File: src/hw/sw_pkg.sv
`default_nettype none

package sw_pkg;

    // array sizes
    localparam int REF_MAX_LEN  = 16;
    localparam int READ_MAX_LEN = 8;
    localparam int SCORE_W      = 10;

    // 2-bit nucleotide code
    typedef logic [1:0] base_t;

    typedef logic signed [SCORE_W-1:0] score_t;

    // packed sequences, base 0 at the msb end
    typedef logic [2*REF_MAX_LEN-1:0]  ref_seq_t;
    typedef logic [2*READ_MAX_LEN-1:0] read_seq_t;

    // lengths are 1-based
    typedef logic [4:0] ref_len_t;
    typedef logic [3:0] read_len_t;

    typedef logic [3:0] col_t;
    typedef logic [2:0] row_t;

    // affine gap scoring
    localparam score_t MATCH_SCORE    = 1;
    localparam score_t MISMATCH_SCORE = -4;
    localparam score_t GAP_OPEN       = -6;
    localparam score_t GAP_EXTEND     = -1;

    typedef enum logic [1:0] {
        FEED_IDLE,
        FEED_LOAD,
        FEED_CALC,
        FEED_WAIT
    } feed_state_t;

endpackage

`default_nettype wire

File: src/hw/pe_link_if.sv
`timescale 1ns/10ps
`default_nettype none

interface pe_link_if import sw_pkg::*; ();

    logic   a_valid;
    base_t  a_base;
    score_t h;
    score_t e;
    // H of the previous column, for the diagonal term below
    score_t h_diag;

    modport up (
        output a_valid,
        output a_base,
        output h,
        output e,
        output h_diag
    );

    modport down (
        input a_valid,
        input a_base,
        input h,
        input e,
        input h_diag
    );

endinterface

`default_nettype wire

File: src/hw/sw_feeder.sv
`timescale 1ns/10ps
`default_nettype none

module sw_feeder import sw_pkg::*; (
    input  wire            clk,
    input  wire            rst,
    input  wire            i_valid,
    input  wire ref_seq_t  i_sequence_ref,
    input  wire read_seq_t i_sequence_read,
    input  wire ref_len_t  i_ref_len,
    input  wire read_len_t i_read_len,
    input  wire            i_release,
    output logic           o_ready,
    output logic           o_clear,
    output logic           o_row_valid [READ_MAX_LEN],
    output base_t          o_read_base [READ_MAX_LEN],
    output read_len_t      o_read_len,
    output logic           o_scan_start,
    pe_link_if.up          link
);

    feed_state_t state;
    feed_state_t state_nxt;
    ref_seq_t    ref_sh;
    read_seq_t   read_q;
    ref_len_t    ref_len_q;
    read_len_t   read_len_q;
    logic [4:0]  cyc_cnt;
    logic [4:0]  calc_last;
    logic        job_accept;
    logic        calc_done;

    assign job_accept = (state == FEED_IDLE) && i_valid;

    // last base leaves the bottom row after ref_len + read_len cycles
    assign calc_last = ref_len_q + 5'(read_len_q) - 5'd1;
    assign calc_done = (state == FEED_CALC) && (cyc_cnt == calc_last);

    always_comb begin
        state_nxt = state;
        case (state)
            FEED_IDLE: if (i_valid) state_nxt = FEED_LOAD;
            FEED_LOAD: state_nxt = FEED_CALC;
            FEED_CALC: if (calc_done) state_nxt = FEED_WAIT;
            FEED_WAIT: if (i_release) state_nxt = FEED_IDLE;
            default:   state_nxt = FEED_IDLE;
        endcase
    end

    always_ff @(posedge clk or posedge rst) begin
        if (rst) begin
            state      <= FEED_IDLE;
            cyc_cnt    <= '0;
            ref_len_q  <= '0;
            read_len_q <= '0;
        end else begin
            state <= state_nxt;
            if (job_accept) begin
                ref_len_q  <= i_ref_len;
                read_len_q <= i_read_len;
            end
            if (state == FEED_CALC) begin
                cyc_cnt <= cyc_cnt + 5'd1;
            end else begin
                cyc_cnt <= '0;
            end
        end
    end

    // reference shifts out one base per calc cycle
    always_ff @(posedge clk) begin
        if (job_accept) begin
            ref_sh <= i_sequence_ref;
            read_q <= i_sequence_read;
        end else if (state == FEED_CALC) begin
            ref_sh <= ref_sh << 2;
        end
    end

    always_comb begin
        for (int k = 0; k < READ_MAX_LEN; k++) begin
            o_row_valid[k] = (k < int'(read_len_q));
            o_read_base[k] = read_q[2*READ_MAX_LEN-1-2*k -: 2];
        end
    end

    assign o_ready      = (state == FEED_IDLE);
    assign o_clear      = (state == FEED_LOAD);
    assign o_scan_start = calc_done;
    assign o_read_len   = read_len_q;

    // row above the first PE is all zero
    assign link.a_valid = (state == FEED_CALC) && (cyc_cnt < ref_len_q);
    assign link.a_base  = ref_sh[2*REF_MAX_LEN-1 -: 2];
    assign link.h       = '0;
    assign link.e       = '0;
    assign link.h_diag  = '0;

endmodule

`default_nettype wire

File: src/hw/sw_pe.sv
`timescale 1ns/10ps
`default_nettype none

module sw_pe import sw_pkg::*; (
    input  wire        clk,
    input  wire        rst,
    input  wire        i_clear,
    input  wire        i_row_valid,
    input  wire base_t i_read_base,
    pe_link_if.down    up,
    pe_link_if.up      down,
    output score_t     o_row_best,
    output col_t       o_row_best_col
);

    logic   calc;
    logic   a_valid_q;
    base_t  a_base_q;
    score_t h_q;
    score_t h_prev_q;
    score_t e_q;
    score_t f_q;
    score_t sub_score;
    score_t e_new;
    score_t f_new;
    score_t h_new;
    score_t row_best_q;
    col_t   row_best_col_q;
    col_t   col_cnt;

    function automatic score_t max_of(input score_t a, input score_t b);
        return (a > b) ? a : b;
    endfunction

    assign calc = up.a_valid && i_row_valid;

    always_comb begin
        sub_score = (up.a_base == i_read_base) ? MATCH_SCORE : MISMATCH_SCORE;
        // gap along the read from the row above
        e_new = max_of(max_of('0, up.h + GAP_OPEN), up.e + GAP_EXTEND);
        // gap along the reference from our previous column
        f_new = max_of(max_of('0, h_q + GAP_OPEN), f_q + GAP_EXTEND);
        h_new = max_of(max_of('0, up.h_diag + sub_score), max_of(e_new, f_new));
    end

    always_ff @(posedge clk or posedge rst) begin
        if (rst) begin
            h_q            <= '0;
            h_prev_q       <= '0;
            e_q            <= '0;
            f_q            <= '0;
            row_best_q     <= '0;
            row_best_col_q <= '0;
            col_cnt        <= '0;
        end else if (i_clear) begin
            h_q            <= '0;
            h_prev_q       <= '0;
            e_q            <= '0;
            f_q            <= '0;
            row_best_q     <= '0;
            row_best_col_q <= '0;
            col_cnt        <= '0;
        end else if (calc) begin
            h_q      <= h_new;
            h_prev_q <= h_q;
            e_q      <= e_new;
            f_q      <= f_new;
            col_cnt  <= col_cnt + 4'd1;
            // strict compare keeps the earliest column on a tie
            if (h_new > row_best_q) begin
                row_best_q     <= h_new;
                row_best_col_q <= col_cnt;
            end
        end
    end

    // reference base moves one PE down per cycle
    always_ff @(posedge clk or posedge rst) begin
        if (rst) begin
            a_valid_q <= 1'b0;
        end else begin
            a_valid_q <= up.a_valid;
        end
    end

    always_ff @(posedge clk) begin
        a_base_q <= up.a_base;
    end

    assign down.a_valid = a_valid_q;
    assign down.a_base  = a_base_q;
    assign down.h       = h_q;
    assign down.e       = e_q;
    assign down.h_diag  = h_prev_q;

    assign o_row_best     = row_best_q;
    assign o_row_best_col = row_best_col_q;

endmodule

`default_nettype wire

File: src/hw/sw_max_select.sv
`timescale 1ns/10ps
`default_nettype none

module sw_max_select import sw_pkg::*; (
    input  wire            clk,
    input  wire            rst,
    input  wire            i_scan_start,
    input  wire read_len_t i_read_len,
    input  wire score_t    i_row_best [READ_MAX_LEN],
    input  wire col_t      i_row_best_col [READ_MAX_LEN],
    input  wire            i_ready,
    output logic           o_release,
    output logic           o_valid,
    output score_t         o_score,
    output row_t           o_row,
    output col_t           o_column
);

    logic scanning;
    row_t scan_row;
    row_t last_row;

    assign last_row = row_t'(i_read_len - 4'd1);

    always_ff @(posedge clk or posedge rst) begin
        if (rst) begin
            scanning  <= 1'b0;
            scan_row  <= '0;
            o_valid   <= 1'b0;
            o_release <= 1'b0;
            o_score   <= '0;
            o_row     <= '0;
            o_column  <= '0;
        end else begin
            o_release <= 1'b0;
            if (i_scan_start) begin
                // running best starts at zero so an all-zero job reports row 0 col 0
                scanning <= 1'b1;
                scan_row <= '0;
                o_score  <= '0;
                o_row    <= '0;
                o_column <= '0;
            end else if (scanning) begin
                // first row wins a tie
                if (i_row_best[scan_row] > o_score) begin
                    o_score  <= i_row_best[scan_row];
                    o_row    <= scan_row;
                    o_column <= i_row_best_col[scan_row];
                end
                if (scan_row == last_row) begin
                    scanning <= 1'b0;
                    o_valid  <= 1'b1;
                end else begin
                    scan_row <= scan_row + 3'd1;
                end
            end else if (o_valid && i_ready) begin
                // release lets the feeder go idle
                o_valid   <= 1'b0;
                o_release <= 1'b1;
            end
        end
    end

endmodule

`default_nettype wire

File: src/hw/sw_array_top.sv
`timescale 1ns/10ps
`default_nettype none

module sw_array_top import sw_pkg::*; (
    input  wire            clk,
    input  wire            rst,
    input  wire            i_valid,
    input  wire ref_seq_t  i_sequence_ref,
    input  wire read_seq_t i_sequence_read,
    input  wire ref_len_t  i_ref_len,
    input  wire read_len_t i_read_len,
    input  wire            i_ready,
    output logic           o_ready,
    output logic           o_valid,
    output score_t         o_score,
    output row_t           o_row,
    output col_t           o_column
);

    logic      clear;
    logic      row_valid [READ_MAX_LEN];
    base_t     read_base [READ_MAX_LEN];
    read_len_t read_len;
    logic      scan_start;
    logic      result_taken;
    score_t    row_best [READ_MAX_LEN];
    col_t      row_best_col [READ_MAX_LEN];

    // link k feeds PE k, the last one hangs open
    pe_link_if link [READ_MAX_LEN+1] ();

    sw_feeder u_feeder (
        .clk             (clk),
        .rst             (rst),
        .i_valid         (i_valid),
        .i_sequence_ref  (i_sequence_ref),
        .i_sequence_read (i_sequence_read),
        .i_ref_len       (i_ref_len),
        .i_read_len      (i_read_len),
        .i_release       (result_taken),
        .o_ready         (o_ready),
        .o_clear         (clear),
        .o_row_valid     (row_valid),
        .o_read_base     (read_base),
        .o_read_len      (read_len),
        .o_scan_start    (scan_start),
        .link            (link[0])
    );

    for (genvar k = 0; k < READ_MAX_LEN; k++) begin : g_pe
        sw_pe u_pe (
            .clk            (clk),
            .rst            (rst),
            .i_clear        (clear),
            .i_row_valid    (row_valid[k]),
            .i_read_base    (read_base[k]),
            .up             (link[k]),
            .down           (link[k+1]),
            .o_row_best     (row_best[k]),
            .o_row_best_col (row_best_col[k])
        );
    end

    sw_max_select u_select (
        .clk            (clk),
        .rst            (rst),
        .i_scan_start   (scan_start),
        .i_read_len     (read_len),
        .i_row_best     (row_best),
        .i_row_best_col (row_best_col),
        .i_ready        (i_ready),
        .o_release      (result_taken),
        .o_valid        (o_valid),
        .o_score        (o_score),
        .o_row          (o_row),
        .o_column       (o_column)
    );

endmodule

`default_nettype wire

File: config.mk
export PLATFORM = sky130hd
export DESIGN_NAME = sw_array_top
export DESIGN_NICKNAME = d
export VERILOG_FILES = /design/src/hw/sw_pkg.sv /design/src/hw/pe_link_if.sv /design/src/hw/sw_feeder.sv /design/src/hw/sw_pe.sv /design/src/hw/sw_max_select.sv /design/src/hw/sw_array_top.sv
export SDC_FILE = /design/constraint.sdc
export NUM_CORES = 2
export LEC_CHECK = 0
export BUFFER_PORTS_ARGS = -buffer_cell sky130_fd_sc_hd__buf_2
export CAP_MARGIN = 20
export CORE_MARGIN = 3
export CORE_UTILIZATION = 35
export CTS_CLUSTER_SIZE = 24
export DETAILED_ROUTE_END_ITERATION = 8
export GPL_TIMING_DRIVEN = 0
export HOLD_SLACK_MARGIN = 0.15
export PLACE_DENSITY_LB_ADDON = 0.2
export SLEW_MARGIN = 10
export SYNTH_ARGS = -nofsm -noshare
export SYNTH_HDL_FRONTEND = slang
export SYNTH_SLANG_ARGS = --single-unit
File: constraint.sdc
create_clock -name clk -period 24.1 [get_ports clk]
set_input_delay 1.205 -clock clk [delete_from_list [all_inputs] [get_ports clk]]
set_output_delay 1.205 -clock clk [all_outputs]
set_load 0.01 [all_outputs]
==> metrics.cfg <==
[synth]
synth.yosys.warnings=0
yosys_register_bits=542
yosys_most_used_dff=dfrtp_1
yosysTopAreaCellShare_pct=28.6
yosysSeqAreaShare_pct=32.7
synth.cell_area_um2=42000
synth_cell_types=98
synth-edff-count=48
synthArstFlopShare_pct=88.6
postSynthAreaPerCell_um2=8.62
synth_area_leaders=dfrtp_1 29%, ha_1 14%, nand2_1 5.9%
syn_inst=4869
synth_top_area_cell=dfrtp_1

[routing]
drt-initial-drc-count=2451
dr.pass1.iters=6
num_vias=36090
drtAntennaViolNets=0
wl_per_cell_um=20.2
routed_wl_um=135000
drcViolationCount=0
routed_via_density=5.38

[sta]
slew_headroom_pct=26.8
fin_crit_sh_pct=52.0
finalHoldViolations=0
drv_slew=0
min_period_ps=12520
fin_skew_ps=39.8
max_freq_mhz=79.8
setup_slack_ps=11580
rsz0062_at_grt=false
worst_pin_slew_ps=1100
setup-violations-final=0
timing.hold.ws_ps=359
fin_setup_tns_ps=0

[final_layout]
final.fill_count=12250
layout-drive-gt1-share_pct=7.40
final_area_um2=47000
area_delta_synth_final_pct=11.9
final_common_cell=nand2_1
final_cell_mix=657 x nand2_1, 480 x dfrtp_1, 478 x ha_1, 402 x a21oi_1, 400 x nor2_1
nets=5592

[clocking]
cts_tree=yes
numCtsBuffers=66
cts_sinks=542
cts_setup_buffers=0
ctsHoldBuffers=0
ctsResizeCount=0
path_clk_slew_ps=60
clock_latency_ps=640
htree_levels=3
cts_buffer_depth=3
cts-root-buf=clkbuf_16

[placement]
io_buffers=79
place_area_um2=44700
place_congestion=0.900
pre_cts_ws_ps=11740
dp_hpwl_um=107000

[min_path]
hold_depth=0
hold_path_class=reg2reg

[global_routing]
grt_max_degree=111
grt_pass1_vias=34913
grt_usage_pct=21.2
grt_pass1_wl_um=208000
antenna_found_initial=3
overflow=0

[floorplanning]
die_area_um2=124000
core_area_um2=119000
die_h_um=352
io_pins=80
start_util_pct=35.4
dieWidth_um=352
rows=126

[critical_path]
critical_path.most_common_cell=o21a_1
critPathCaptureType=register
slowest_stage=nor2_1
critPathMaxFanout=10
reg2reg_depth=50
max_stage_delay_ps=670
required_ps=24620
critical_path_class=reg2reg
startpoint_type=register
worst-endpoint-arrival_ps=13040

[job]
drv_cap=0

[outcome]
outcome=finished, final reports clean

## cell families (layout without fill, tap and decap cells)
logic type / after synthesis / count (layout) / share of synthesized area (%)
adders and majority gates: 482 / 482 / 14.4
xor gates and xnor gates: 284 / 284 / 5.94
AOI/OAI and AO/OA: 1097 / 1097 / 16.7
buffers and inverters: 572 / 786 / 5.16
muxes: 270 / 270 / 7.50
other: 1 / 24 / 0.00893
DFF: 542 / 542 / 32.7
and+or+nand+nor: 1621 / 1621 / 17.6
## worst max-delay path, delay by kind of cell, from the launching register on
kind                       cells  cell delay (ps)
AOI/OAI and AO/OA             23             4850
and+or+nand+nor                8             2260
buffers and inverters          9             1740
adders and majority gates      5             1330
muxes                          3             1150
xor gates and xnor gates       2              640
DFF                            1              450
## worst paths after layout
path / startpoint / endpoint / slack, ps
min in group asynchronous: rst / g_pe[6].u_pe.f_q[8] / 620
worst min register to register: g_pe[0].u_pe.down.a_base[1] / g_pe[1].u_pe.down.a_base[1] / 360
worst min-delay path: g_pe[0].u_pe.down.a_base[1] / g_pe[1].u_pe.down.a_base[1] / 360
worst max register to register: g_pe[4].u_pe.down.h[2] / g_pe[4].u_pe.o_row_best[9] / 11580
max in group asynchronous: rst / g_pe[2].u_pe.f_q[5] / 21610
worst max-delay path: g_pe[4].u_pe.down.h[2] / g_pe[4].u_pe.o_row_best[9] / 11580
## final cells by class
| cell class | instances | area (µm²) | share of cell area (%) |
|---|---|---|---|
| multi-input combinational | 3777 | 26200 | 55.7 |
| sequential | 542 | 13700 | 29.2 |
| tap | 1600 | 2000 | 4.26 |
| clock buffer | 85 | 1850 | 3.93 |
| inverter | 389 | 1470 | 3.12 |
| buffer | 183 | 707 | 1.50 |
| timing repair buffer | 93 | 621 | 1.32 |
| clock inverter | 36 | 412 | 0.876 |
| antenna | 1 | 2.50 | 0.00533 |
## flip-flops by register name, indices dropped and copies added, names as in the netlist
signal	cells
g_pe.u_pe.o_row_best_col	32
u_select.o_column	4
g_pe.u_pe.f_q	80
u_select.scan_row	3
u_select.o_valid	1
u_feeder.o_read_len	4
u_select.o_score	10
g_pe.u_pe.down.a_valid	7
u_feeder.state	2
u_feeder.ref_sh	32
u_select.o_release	1
u_feeder.cyc_cnt	5
g_pe.u_pe.down.h_diag	70
g_pe.u_pe.col_cnt	32
g_pe.u_pe.down.e	60
u_select.scanning	1
u_feeder.o_read_base	16
g_pe.u_pe.down.h	80
u_select.o_row	3
g_pe.u_pe.o_row_best	80
g_pe.u_pe.down.a_base	14
u_feeder.ref_len_q	5
## through the flow
| step | std cells | utilization, % |
|---|---|---|
| global route | 6705 | 39.6 |
| floorplan | 4891 | - |
| finish | 6706 | 39.6 |
| global placement | 6570 | 37.5 |
| detailed placement | 6584 | 37.7 |
| CTS | 6705 | 39.6 |
## routing by layer
| metal | part of all wire (%) | global-route usage (%) |
|---|---|---|
| met3 | 5.3 | 3.26 |
| met2 | 45 | 33.7 |
| met4 | 2.2 | 4.97 |
| met1 | 48 | 30.2 |
| met5 | 0 | 0 |
## synth_stat cells, types with 9 or more instances
| cell type | n |
|---|---|
| a31oi_1 | 42 |
| o22ai_1 | 17 |
| dfrtp_1 | 480 |
| o21ai_1 | 11 |
| a22oi_1 | 19 |
| and4_1 | 10 |
| or2_2 | 19 |
| and2_1 | 58 |
| xor2_1 | 94 |
| o31ai_1 | 15 |
| nand3b_1 | 10 |
| nor3_1 | 110 |
| o21bai_1 | 26 |
| nor2b_1 | 35 |
| a211oi_1 | 62 |
| mux2_2 | 75 |
| a21oi_1 | 402 |
| dfxtp_1 | 14 |
| nand2b_1 | 41 |
| edfxtp_1 | 48 |
| mux4_2 | 28 |
| ha_1 | 478 |
| nor3b_1 | 17 |
| a31o_2 | 17 |
| xnor2_1 | 189 |
| o21a_1 | 100 |
| nand3_1 | 74 |
| a21o_1 | 64 |
| a32oi_1 | 9 |
| nand4_1 | 68 |
| o211ai_1 | 25 |
| buf_1 | 20 |
| or3_1 | 39 |
| nor4_1 | 30 |
| a311oi_1 | 12 |
| or4_1 | 11 |
| nor2_1 | 400 |
| o21ai_0 | 166 |
| inv_1 | 387 |
| mux2i_1 | 166 |
| and3_1 | 23 |
| nand2_1 | 658 |
| o211a_1 | 9 |
| clkbuf_1 | 157 |
Power is not shown: default switching activity piles up to over one toggle a cycle in this logic, so the estimate is an artifact.
